## src/source/ppu_params.svh

```systemverilog
`ifndef PPU_PARAMS_SVH
`define PPU_PARAMS_SVH

// Screen size in pixels and lines
`define PPU_SCREEN_WIDTH    8'd160
`define PPU_VISIBLE_LINES   8'd144

// Lines per frame, vblank included
`define PPU_TOTAL_LINES     8'd154

// Dots per scanline
`define PPU_LINE_DOTS       9'd456

// OAM scan length at the start of each visible line
`define PPU_MODE2_DOTS      9'd80

// Tile map bases, picked by LCDC bit 3 or bit 6
`define PPU_MAP_LOW         16'h9800
`define PPU_MAP_HIGH        16'h9C00

// Tile data bases, picked by LCDC bit 4
`define PPU_TILES_UNSIGNED  16'h8000
`define PPU_TILES_SIGNED    16'h9000

`endif

```

## src/source/ppu_pixel_pkg.sv

```systemverilog
`default_nettype none

package ppu_pixel_pkg;

  // 2-bit colour index, before any palette
  typedef logic [1:0] color_t;

  // Background fetcher steps for one tile
  typedef enum logic [1:0] {
    FETCH_TILE = 2'd0,  // Tile index from the map
    FETCH_LOW  = 2'd1,  // Low bitplane byte
    FETCH_HIGH = 2'd2,  // High bitplane byte
    FETCH_PUSH = 2'd3   // Wait for an empty FIFO
  } fetch_state_t;

  // Two dots per VRAM access
  typedef enum logic {
    PHASE_0 = 1'b0,  // Address and strobe out
    PHASE_1 = 1'b1   // Data back, capture
  } fetch_phase_t;

endpackage

`default_nettype wire

```

## src/source/ppu_timing_pkg.sv

```systemverilog
`default_nettype none

package ppu_timing_pkg;

  // PPU modes, encoded as in the STAT register
  typedef enum logic [1:0] {
    PPU_MODE_0 = 2'd0,  // Horizontal blank
    PPU_MODE_1 = 2'd1,  // Vertical blank
    PPU_MODE_2 = 2'd2,  // OAM scan
    PPU_MODE_3 = 2'd3   // Drawing
  } ppu_mode_t;

endpackage

`default_nettype wire

```

## src/source/bg_fetcher.sv

```systemverilog
`default_nettype none

`include "ppu_params.svh"

module bg_fetcher (
  input  wire logic                      clk,
  input  wire logic                      reset,
  input  wire logic                      flush,
  input  wire ppu_timing_pkg::ppu_mode_t mode,
  input  wire logic                [7:0] ly,
  input  wire logic                [8:0] dot,
  input  wire logic                [7:0] lcdc,
  input  wire logic                [7:0] scx,
  input  wire logic                [7:0] scy,
  input  wire logic                [7:0] wy,
  input  wire logic                [7:0] wx,
  output logic                    [15:0] vram_addr,
  output logic                           vram_read,
  input  wire logic                [7:0] vram_rdata,
  input  wire logic                      fifo_empty,
  output logic                           push,
  output ppu_pixel_pkg::color_t          push_row [8]
);

  ppu_pixel_pkg::fetch_state_t state;
  ppu_pixel_pkg::fetch_phase_t phase;
  ppu_pixel_pkg::fetch_state_t next_state;

  // Tile column being fetched, advances on each push
  logic [4:0] fetch_x;

  // Window row counter, separate from LY
  logic [7:0] window_line;
  // Set once a window tile went out on this line
  logic       win_drawn;

  // Fetched tile index and bitplanes
  logic [7:0] tile_index;
  logic [7:0] tile_low;
  logic [7:0] tile_high;

  // Window left edge WX-7, may go negative
  wire signed [8:0] s_win_x = $signed({1'b0, wx}) - 9'sd7;
  // Clamped to 0
  wire [7:0] window_x_start = s_win_x[8] ? 8'd0 : s_win_x[7:0];
  // First window tile column, rounded up
  wire [7:0] win_start_round = window_x_start + 8'd7;
  wire [4:0] window_start_tile = win_start_round[7:3];

  wire window_visible = lcdc[5] && (ly >= wy) &&
                        (s_win_x < $signed({1'b0, `PPU_SCREEN_WIDTH}));
  wire window_active = window_visible && ({fetch_x, 3'b000} >= window_x_start);

  // Map base and position inside the 32x32 map
  wire [15:0] bg_map_base  = lcdc[3] ? `PPU_MAP_HIGH : `PPU_MAP_LOW;
  wire [15:0] win_map_base = lcdc[6] ? `PPU_MAP_HIGH : `PPU_MAP_LOW;
  wire [15:0] map_base     = window_active ? win_map_base : bg_map_base;

  // Column wraps mod 32 through the 5-bit width
  wire [4:0] map_x = window_active ? (fetch_x - window_start_tile) : (scx[7:3] + fetch_x);
  wire [7:0] map_y = window_active ? window_line : (scy + ly);
  wire [2:0] tile_y = map_y[2:0];

  wire [15:0] tilemap_addr = map_base + {6'b0, map_y[7:3], 5'b0} + {11'b0, map_x};

  // Row address of the low byte, high byte is at +1
  function automatic logic [15:0] tile_row_addr_fn(input logic       unsigned_mode,
                                                   input logic [7:0] tid,
                                                   input logic [2:0] row);
    logic [15:0] base;
    logic [15:0] offset;
    if (unsigned_mode) begin
      base   = `PPU_TILES_UNSIGNED;
      offset = {4'b0, tid, 4'b0};
    end else begin
      // Sign extend so 128..255 land below 0x9000
      base   = `PPU_TILES_SIGNED;
      offset = {{4{tid[7]}}, tid, 4'b0};
    end
    tile_row_addr_fn = base + offset + {12'b0, row, 1'b0};
  endfunction

  wire [15:0] tile_row_addr = tile_row_addr_fn(lcdc[4], tile_index, tile_y);

  // Fetch runs only in drawing, flush dot excluded
  wire fetch_active = (mode == ppu_timing_pkg::PPU_MODE_3) && !flush;
  wire capture      = fetch_active && (phase == ppu_pixel_pkg::PHASE_1);

  assign vram_read = fetch_active && (phase == ppu_pixel_pkg::PHASE_0) &&
                     (state != ppu_pixel_pkg::FETCH_PUSH);

  always_comb begin
    case (state)
      ppu_pixel_pkg::FETCH_LOW:  vram_addr = tile_row_addr;
      ppu_pixel_pkg::FETCH_HIGH: vram_addr = tile_row_addr + 16'd1;
      default:                   vram_addr = tilemap_addr;
    endcase
  end

  always_comb begin
    case (state)
      ppu_pixel_pkg::FETCH_TILE: next_state = ppu_pixel_pkg::FETCH_LOW;
      ppu_pixel_pkg::FETCH_LOW:  next_state = ppu_pixel_pkg::FETCH_HIGH;
      default:                   next_state = ppu_pixel_pkg::FETCH_PUSH;
    endcase
  end

  // Leftmost pixel from bit 7 of both planes
  always_comb begin
    for (int i = 0; i < 8; i++) begin
      push_row[i] = {tile_high[7-i], tile_low[7-i]};
    end
  end

  always_ff @(posedge clk or posedge reset) begin
    if (reset) begin
      state       <= ppu_pixel_pkg::FETCH_TILE;
      phase       <= ppu_pixel_pkg::PHASE_0;
      fetch_x     <= 5'd0;
      push        <= 1'b0;
      window_line <= 8'd0;
      win_drawn   <= 1'b0;
    end else begin
      push <= 1'b0;

      // Window row restarts each frame, steps after each line that drew it
      if (ly == 8'd0 && dot == 9'd0) begin
        window_line <= 8'd0;
        win_drawn   <= 1'b0;
      end else if (mode == ppu_timing_pkg::PPU_MODE_0 && win_drawn) begin
        window_line <= window_line + 8'd1;
        win_drawn   <= 1'b0;
      end

      if (flush) begin
        // New line of drawing
        state   <= ppu_pixel_pkg::FETCH_TILE;
        phase   <= ppu_pixel_pkg::PHASE_0;
        fetch_x <= 5'd0;
      end else if (mode == ppu_timing_pkg::PPU_MODE_3) begin
        if (state == ppu_pixel_pkg::FETCH_PUSH) begin
          // Hold until the FIFO has drained
          if (fifo_empty) begin
            push    <= 1'b1;
            fetch_x <= fetch_x + 5'd1;
            state   <= ppu_pixel_pkg::FETCH_TILE;
            if (window_active) begin
              win_drawn <= 1'b1;
            end
          end
        end else if (phase == ppu_pixel_pkg::PHASE_0) begin
          phase <= ppu_pixel_pkg::PHASE_1;
        end else begin
          phase <= ppu_pixel_pkg::PHASE_0;
          state <= next_state;
        end
      end
    end
  end

  // VRAM reply lands in phase 1
  always_ff @(posedge clk) begin
    if (capture) begin
      case (state)
        ppu_pixel_pkg::FETCH_TILE: tile_index <= vram_rdata;
        ppu_pixel_pkg::FETCH_LOW:  tile_low   <= vram_rdata;
        ppu_pixel_pkg::FETCH_HIGH: tile_high  <= vram_rdata;
        default: ;
      endcase
    end
  end

endmodule

`default_nettype wire

```

## src/source/bg_pixel_fifo.sv

```systemverilog
`default_nettype none

module bg_pixel_fifo (
  input  wire logic                      clk,
  input  wire logic                      reset,
  input  wire logic                      flush,
  input  wire ppu_timing_pkg::ppu_mode_t mode,
  input  wire logic                [7:0] scx,
  input  wire logic                      push,
  input  wire ppu_pixel_pkg::color_t     push_row [8],
  output logic                           fifo_empty,
  output logic                           pixel_valid,
  output ppu_pixel_pkg::color_t          pixel_color
);

  // Entry 0 is the next pixel out
  ppu_pixel_pkg::color_t fifo_q [8];

  // Pixels held, 0 to 8
  logic [3:0] count;
  // Fine scroll pixels still to drop
  logic [2:0] discard;

  // One pixel leaves per drawing dot
  wire shifting = (mode == ppu_timing_pkg::PPU_MODE_3) && !flush && (count != 4'd0);

  assign fifo_empty  = (count == 4'd0);
  assign pixel_valid = shifting && (discard == 3'd0);
  assign pixel_color = fifo_q[0];

  always_ff @(posedge clk or posedge reset) begin
    if (reset) begin
      count   <= 4'd0;
      discard <= 3'd0;
    end else if (flush) begin
      // Line start, drop leftovers and arm SCX mod 8
      count   <= 4'd0;
      discard <= scx[2:0];
    end else if (push) begin
      count <= 4'd8;
    end else if (shifting) begin
      count <= count - 4'd1;
      if (discard != 3'd0) begin
        discard <= discard - 3'd1;
      end
    end
  end

  // Row load or shift toward entry 0
  always_ff @(posedge clk) begin
    if (push) begin
      for (int i = 0; i < 8; i++) begin
        fifo_q[i] <= push_row[i];
      end
    end else if (shifting) begin
      for (int i = 0; i < 7; i++) begin
        fifo_q[i] <= fifo_q[i+1];
      end
    end
  end

endmodule

`default_nettype wire

```

## src/source/ppu_bg_top.sv

```systemverilog
`default_nettype none

module ppu_bg_top (
  input  wire logic                      clk,
  input  wire logic                      reset,
  input  wire logic                [7:0] lcdc,
  input  wire logic                [7:0] scx,
  input  wire logic                [7:0] scy,
  input  wire logic                [7:0] wy,
  input  wire logic                [7:0] wx,
  output logic                    [15:0] vram_addr,
  output logic                           vram_read,
  input  wire logic                [7:0] vram_rdata,
  output logic                           pixel_valid,
  output ppu_pixel_pkg::color_t          pixel_color,
  output logic                     [7:0] ly,
  output ppu_timing_pkg::ppu_mode_t      mode
);

  // Timer to fetcher and FIFO
  logic [8:0] dot;
  logic       flush;

  // Fetcher and FIFO handshake
  logic                  push;
  ppu_pixel_pkg::color_t push_row [8];
  logic                  fifo_empty;

  ppu_line_timer i_timer (
    .clk         (clk),
    .reset       (reset),
    .pixel_valid (pixel_valid),
    .mode        (mode),
    .ly          (ly),
    .dot         (dot),
    .flush       (flush)
  );

  bg_fetcher i_fetcher (
    .clk        (clk),
    .reset      (reset),
    .flush      (flush),
    .mode       (mode),
    .ly         (ly),
    .dot        (dot),
    .lcdc       (lcdc),
    .scx        (scx),
    .scy        (scy),
    .wy         (wy),
    .wx         (wx),
    .vram_addr  (vram_addr),
    .vram_read  (vram_read),
    .vram_rdata (vram_rdata),
    .fifo_empty (fifo_empty),
    .push       (push),
    .push_row   (push_row)
  );

  // Pixel output also feeds the timer's count
  bg_pixel_fifo i_fifo (
    .clk         (clk),
    .reset       (reset),
    .flush       (flush),
    .mode        (mode),
    .scx         (scx),
    .push        (push),
    .push_row    (push_row),
    .fifo_empty  (fifo_empty),
    .pixel_valid (pixel_valid),
    .pixel_color (pixel_color)
  );

endmodule

`default_nettype wire

```

## src/source/ppu_line_timer.sv

```systemverilog
`default_nettype none

`include "ppu_params.svh"

module ppu_line_timer (
  input  wire logic                     clk,
  input  wire logic                     reset,
  input  wire logic                     pixel_valid,
  output ppu_timing_pkg::ppu_mode_t     mode,
  output logic                    [7:0] ly,
  output logic                    [8:0] dot,
  output logic                          flush
);

  // Pixels shipped so far in this mode 3
  logic [7:0] pix_count;

  wire [7:0] ly_next = ly + 8'd1;
  wire       line_end = (dot == `PPU_LINE_DOTS - 9'd1);
  wire       scan_end = (mode == ppu_timing_pkg::PPU_MODE_2) &&
                        (dot == `PPU_MODE2_DOTS - 9'd1);

  always_ff @(posedge clk or posedge reset) begin
    if (reset) begin
      dot       <= 9'd0;
      ly        <= 8'd0;
      mode      <= ppu_timing_pkg::PPU_MODE_2;
      flush     <= 1'b0;
      pix_count <= 8'd0;
    end else begin
      // Flush is a single-dot pulse
      flush <= 1'b0;

      if (line_end) begin
        dot <= 9'd0;
        if (ly == `PPU_TOTAL_LINES - 8'd1) begin
          // Frame wrap, back to OAM scan of line 0
          ly   <= 8'd0;
          mode <= ppu_timing_pkg::PPU_MODE_2;
        end else begin
          ly <= ly_next;
          // Visible lines start with OAM scan, the rest is vblank
          if (ly_next < `PPU_VISIBLE_LINES) begin
            mode <= ppu_timing_pkg::PPU_MODE_2;
          end else begin
            mode <= ppu_timing_pkg::PPU_MODE_1;
          end
        end
      end else begin
        dot <= dot + 9'd1;

        if (scan_end) begin
          // Drawing begins at dot 80 together with flush
          mode      <= ppu_timing_pkg::PPU_MODE_3;
          flush     <= 1'b1;
          pix_count <= 8'd0;
        end else if (mode == ppu_timing_pkg::PPU_MODE_3 && pixel_valid) begin
          // Last visible pixel ends drawing on the next clock
          if (pix_count == `PPU_SCREEN_WIDTH - 8'd1) begin
            mode <= ppu_timing_pkg::PPU_MODE_0;
          end
          pix_count <= pix_count + 8'd1;
        end
      end
    end
  end

endmodule

`default_nettype wire

```

## config.mk

```make
export PLATFORM = sky130hd
export DESIGN_NAME = ppu_bg_top
export DESIGN_NICKNAME = d
export VERILOG_FILES = /design/src/source/ppu_pixel_pkg.sv /design/src/source/ppu_timing_pkg.sv /design/src/source/bg_fetcher.sv /design/src/source/bg_pixel_fifo.sv /design/src/source/ppu_bg_top.sv /design/src/source/ppu_line_timer.sv
export VERILOG_INCLUDE_DIRS = /design/src /design/src/source
export SDC_FILE = /design/constraint.sdc
export NUM_CORES = 1
export LEC_CHECK = 0
export ABC_AREA = 1
export BUFFER_PORTS_ARGS = -buffer_cell sky130_fd_sc_hd__buf_2
export CORE_ASPECT_RATIO = 0.9
export CORE_MARGIN = 2
export CORE_UTILIZATION = 56
export CTS_CLUSTER_DIAMETER = 40
export DETAILED_ROUTE_END_ITERATION = 8
export PLACE_DENSITY = 0.78
export SLEW_MARGIN = 40
export SYNTH_ARGS = -nofsm -noshare
export SYNTH_HDL_FRONTEND = slang
export SYNTH_SLANG_ARGS = --single-unit
export TNS_END_PERCENT = 30
```

## constraint.sdc

```tcl
create_clock -name clk -period 12.1 [get_ports clk]
set_clock_uncertainty 0.2 [all_clocks]
set_input_delay 1.21 -clock clk [delete_from_list [all_inputs] [get_ports clk]]
set_output_delay 1.21 -clock clk [all_outputs]
set_load 0.02 [all_outputs]
```

Word level (Yosys, flattened, before mapping)
Memories as Yosys holds them, arrays and structs flattened.
Cells that the tools add are included.
Widths: inputs -> output; s select.
{ "word_totals": {"register_bits": 77, "mem_bits_rw": 16, "input_bits": 50, "out_inout_bits": 30, "elab_cells": 169, "mem_count": 1} }
{ "mem_list": {"columns": ["memory", "depth", "word_bits", "rd", "rd_clocked_by_memory_dff", "wr", "line", "rtl"], "rows": [
  ["i_fifo.fifo_q", 8, 2, 8, 0, 8, "bg_pixel_fifo.sv:17", "ppu_pixel_pkg::color_t fifo_q [8];"]
]} }
{ "op_classes": {"n_addsub": 17, "n_lt_le_gt_ge": 4, "eq_ne": 13, "n_mux": 67, "bitwise": 9, "reduce_logical": 42} }
{ "ops": {"columns": ["operator", "count"], "rows": [
  ["$mux 8", 7],
  ["$mux 2", 18],
  ["$mux 16", 2],
  ["$pmux 16 s2", 1],
  ["$mux 5", 5],
  ["$add 8x1->8 const B", 3],
  ["$mux 1", 22],
  ["$mux 11", 2],
  ["$add 16x1->16 const B", 1],
  ["$add 16x10->16", 1],
  ["$add 16x16->16", 1],
  ["$add 16x4->16", 1],
  ["$add 16x5->16", 1],
  ["$eq 8x8->1 const B", 2],
  ["$ge 8x8->1", 2],
  ["$reduce_bool 3->1", 5],
  ["$reduce_bool 2->1", 7],
  ["$logic_and 1x1->1", 13],
  ["$mux 13", 1],
  ["$mux 3", 4],
  ["$mux 4", 3],
  ["$reduce_and 2->1", 6],
  ["$add 9x1->9 const B", 1],
  ["$eq 9x7->1 const B", 1],
  ["other kinds (27)", 42]
]} }

Longest topological paths before layout
{ "depth": {"ltp_word": 9, "mapped_depth": 25, "ltp_nobuf": 24} }

By module
A second synthesis with hierarchy kept.
{ "unflattened": {"hier_cells": 746, "area_unflattened_um2": 6030.8} }
{ "by_module_without_submodules": {"columns": ["mod", "instances", "cells_each", "area_each_um2", "seq_area_each_um2"], "rows": [
  ["bg_fetcher", 1, 413, 3295.7, 1171.1],
  ["ppu_line_timer", 1, 208, 1589.0, 701.9],
  ["bg_pixel_fifo", 1, 125, 1146.1, 655.6]
]} }

Worst setup path after synthesis
Ideal clock, no wire load.
{ "synth_path": {"path_type": "input -> output", "startpoint": "input wx[0]", "endpoint": "output vram_addr[4]", "arrival_ns": 4.385, "required_ns": 10.690, "path_slack_ns": 6.305, "stages": 24, "path_buffers": 1, "path_cell_list": "ha_1 > nand2_1 > nand2_1 > inv_1 > nand2_4 > nand3_2 > ha_1 > nand2_1 > or2_2 > nand2_1 > a21oi_1 > nor2_1 > buf_4 > o21ai_0 > ha_1 > fa_1 > nor2_1 > nor2_1 > o21bai_1 > xor2_1 > inv_1 > nand3_1 > nand3_1 > nand2_1"} }
{ "synth_between": {"elab_chain_len": 8, "word_cells_on_any_way": 16, "classes_between": "add/sub: 7; order compare: 2; mux: 5; reduce/logical: 2"} }
{ "synth_rtl": {"columns": ["item", "line", "rtl"], "rows": [
  ["from (decl)", "ppu_bg_top.sv:10", "input wire logic [7:0] wx,"],
  ["$sub 8x3->9 *", "bg_fetcher.sv:43", "wire signed [8:0] s_win_x = $signed({1'b0, wx}) - 9'sd7;"],
  ["$mux 8 or $lt 9x9->1 (tied branches)", "bg_fetcher.sv:45, bg_fetcher.sv:51", null],
  ["$ge 8x8->1 or $logic_and 1x1->1 (tied branches)", "bg_fetcher.sv:52, bg_fetcher.sv:50", null],
  ["$logic_and 1x1->1", "bg_fetcher.sv:52", "wire window_active = window_visible && ({fetch_x, 3'b000} >= window_x_start);"],
  ["$mux 16 or $mux 8 (tied branches)", "bg_fetcher.sv:57, bg_fetcher.sv:61", null],
  ["$add 16x10->16 or $add 16x4->16 (tied branches)", "bg_fetcher.sv:64, bg_fetcher.sv:80", null],
  ["$add 16x5->16 or $add 16x1->16 (tied branches)", "bg_fetcher.sv:64, bg_fetcher.sv:95", null],
  ["$pmux 16 s2 *", "bg_fetcher.sv:93", "case (state)"],
  ["to (decl)", "ppu_bg_top.sv:11", "output logic [15:0] vram_addr,"]
]} }
Every way passes the cells marked *; elsewhere a longest branch is shown, timed or not.

Worst setup path after layout
Same ends and word-level chain as after synthesis.

==> run_results.csv <==
group,metric,value,unit
cts,cts_max_path_buffers,2,
cts,insertion_delay,0.34,ns
power,ir_drop,0.0001054,V
timing,slew_viol_final,0,
timing,finalCriticalPeriod,6.774,ns
finish,fillers,856,
routing,routed_wl,12.76,mm
yosys,yosysSeqAreaShare,0.4365,
grt,grt_max_degree,54,
cts,cts_resized,0,
timing,rsz0062_at_grt,"false",
cts,clock_tree.root_cell,"clkbuf_16",
cts,clock-sinks,93,
timing,fmaxAchievable,147.6,MHz
place,place_inst,903,
setup_path,cpMostUsedCell,"nand2_1",
yosys,postSynthCellCount,710,
routing,drc_errors,0,
floorplanning,boundaryPins,80,
setup_path,required,10.69,ns
grt,antenna_found_initial,0,
floorplanning,die_h,100.5,µm
floorplanning,start_util,0.5702,
setup_path,critPathKind,"in -> out",
cts,postCtsSetupRepairBufs,0,
setup_path,startpoint_type,"primary input",
setup_path,crit_path_end_kind,"primary output",
floorplanning,die_area,11180,µm²
finish,drive_gt1_frac,0.1443,
grt,track_usage,0.2349,
timing,worst_pin_slew,0.7985,ns
setup_path,max_stage_delay,0.54,ns
power,p_leak,3.214,nW
floorplanning,die_x,111.2,µm
floorplanning,rows,35,
power,p_per_area,97.16,nW/µm²
timing,setup_viol,0,
finish,final_common_cell,"nand2_1",
setup_path,slowest_stage,"nor2_1",
routing,drtAntennaViolNets,0,
routing,drtIter0Drc,255,
finish,fin_nets,879,
routing,wl_per_cell,13.88,µm
grt,grt_pass1_vias,4750,
yosys,ys_types,49,
yosys,synthesis.area,5793,µm²
finish,area_delta_synth_final,12.74,%
setup_path,worstPathMaxFanout,12,
yosys,synthTopCellsByArea,"dfrtp_1 22%, edfxtp_1 21%, nand2_1 11%, ha_1 9.1%, inv_1 7.1%",
finish,diodes,0,
flow_run,drv_cap,0,
timing,fin_crit_sh,0.5598,
cts,cts_tree,"done",
cts,cts.htree.levels,3,
setup_path,r2r_slack,9.59,ns
yosys,yosys_register_bits,93,
outcome,status,"completed",
floorplanning,core,10160,µm²
cts,cts_buffers,9,
finish,layout_common_cells,"168 x nand2_1, 108 x inv_1, 72 x buf_2",
yosys,synth.top_cell.area_share,0.2246,
timing,setup_ws,5.326,ns
grt,grt_overflow_total,0,
yosys,ys_warn_count,0,
place,gp_congestion,0.8766,
cts,cts_hold_buf,0,
timing,finalHoldViolations,0,
finish,fin_util,0.6429,
place,port_buffers,72,
place,dp_hpwl,9.533,mm
routing,vias,4913,
yosys,synth_top_area_cell,"dfrtp_1",
timing,fin_tns_setup,0,ns
hold_path,holdCritPathClass,"reg -> reg",
timing,max_slew_margin,0.4633,
place,place_ws,5.398,ns
finish,final-instance-count-excl-fill,919,
cts,clkTransAtPathRegs,0.06,ns
grt,grt_pass1_wl,21.13,mm
routing,viasPerCell,5.346,
yosys,synth_area_per_cell,8.159,µm²
setup_path,crit_arrival,5.36,ns
routing,dr.pass1.iters,5,
-- worst paths after layout --
| kind | from | end | cells after the start |
|---|---|---|---|
| setup / recovery | wx[0] | vram_addr[4] | 25 |
| hold / removal | i_fetcher.tile_high[0] | i_fifo.fifo_q[1][7] | 0 |
| setup reg to reg | i_timer.ly[0] | i_fetcher.win_drawn | 12 |
| hold reg to reg | i_fetcher.tile_high[0] | i_fifo.fifo_q[1][7] | 0 |
| max in group asynchronous | reset | i_fifo.count[2] | 3 |
| min in group asynchronous | reset | i_timer.pix_count[2] | 3 |
-- cells in the mapped netlist, drive strengths merged --
| cell | n |
|---|---|
| a31oi | 2 |
| dfrtp | 52 |
| clkinv | 1 |
| ha | 42 |
| o21a | 5 |
| o31ai | 2 |
| nor2 | 73 |
| nor4 | 4 |
| o22ai | 5 |
| or2 | 2 |
| fa | 2 |
| o2bb2ai | 1 |
| o21bai | 1 |
| a21oi | 30 |
| o211ai | 3 |
| a311oi | 1 |
| conb | 2 |
| edfxtp | 40 |
| o311ai | 2 |
| inv | 110 |
| dfstp | 1 |
| nor3b | 2 |
| nand3 | 44 |
| nand2 | 174 |
| buf | 7 |
| nand4 | 9 |
| xor2 | 11 |
| xnor2 | 7 |
| mux2 | 2 |
| o21ai | 52 |
| a221oi | 1 |
| clkbuf | 4 |
| nor3 | 15 |
| and3 | 1 |
-- state kept, by name (all words and copies together) (netlist names), 2 cells and up --
register and count:
i_fifo.discard 3, i_fetcher.fetch_x 5, i_fetcher.state 2, i_timer.ly 8, i_fifo.count 4, i_fetcher.window_line 8, i_timer.pix_count 8, i_timer.mode 2
i_fifo.fifo_q 16, i_fetcher.tile_index 8, i_timer.dot 9, i_fetcher.tile_high 8, i_fetcher.tile_low 8
-- cells by family (layout without fill, tap and decap cells) --
kind of cell,after synthesis,count (layout),share of synthesized area
other,2,3,0.001296
buffers and inverters,122,201,0.08445
and+or+nand+nor,324,324,0.2462
xor gates and xnor gates,18,18,0.02721
muxes,2,2,0.003887
DFF,93,93,0.4365
AOI/OAI and AO/OA,105,105,0.1028
adders and majority gates,44,44,0.09762
-- area by class of cell --
| class | count | area, µm² | share of cell area |
|---|---|---|---|
| inverter | 111 | 417.9 | 0.06398 |
| timing repair buffer | 74 | 375.4 | 0.05747 |
| clock inverter | 7 | 41.29 | 0.006322 |
| sequential | 93 | 2529 | 0.3872 |
| multi-input combinational | 496 | 2781 | 0.4259 |
| clock buffer | 9 | 225.2 | 0.03448 |
| tap | 129 | 161.4 | 0.02471 |
-- critical path, delay by kind of cell --
| family | cells | cell delay, ns |
|---|---|---|
| fa+ha+maj | 4 | 1.17 |
| xor+xnor | 1 | 0.23 |
| simple gates | 13 | 1.93 |
| buf+inv | 4 | 0.40 |
| compound gates | 3 | 0.41 |
-- metrics by stage --
step	hold slack [ns]	total power [mW]	cell area, µm²
after CTS	0.2162	0.6381	6529
after global routing	0.2413	0.6559	6531
after floorplan	0.2003	0.3681	5797
final	0.2149	0.6346	6531
after detailed placement	0.2045	0.3867	6262
after global placement	0.2039	0.3853	6262
-- routing by layer --
metal,global-route usage,vias up,wire length [µm]
met5,0,-,0
met4,0.07217,0,268
met3,0.06254,26,722
met2,0.4090,137,6134
met1,0.2901,2267,5632
li1,-,2483,-
-- report_power, final --
group / internal [mW] / switching (mW) / total (mW)
logic: 0.0193 / 0.0324 / 0.0517
clock network: 0.137 / 0.117 / 0.254
registers: 0.329 / 0 / 0.329
total: 0.485 / 0.149 / 0.635
(Power assumes the default switching activity.)
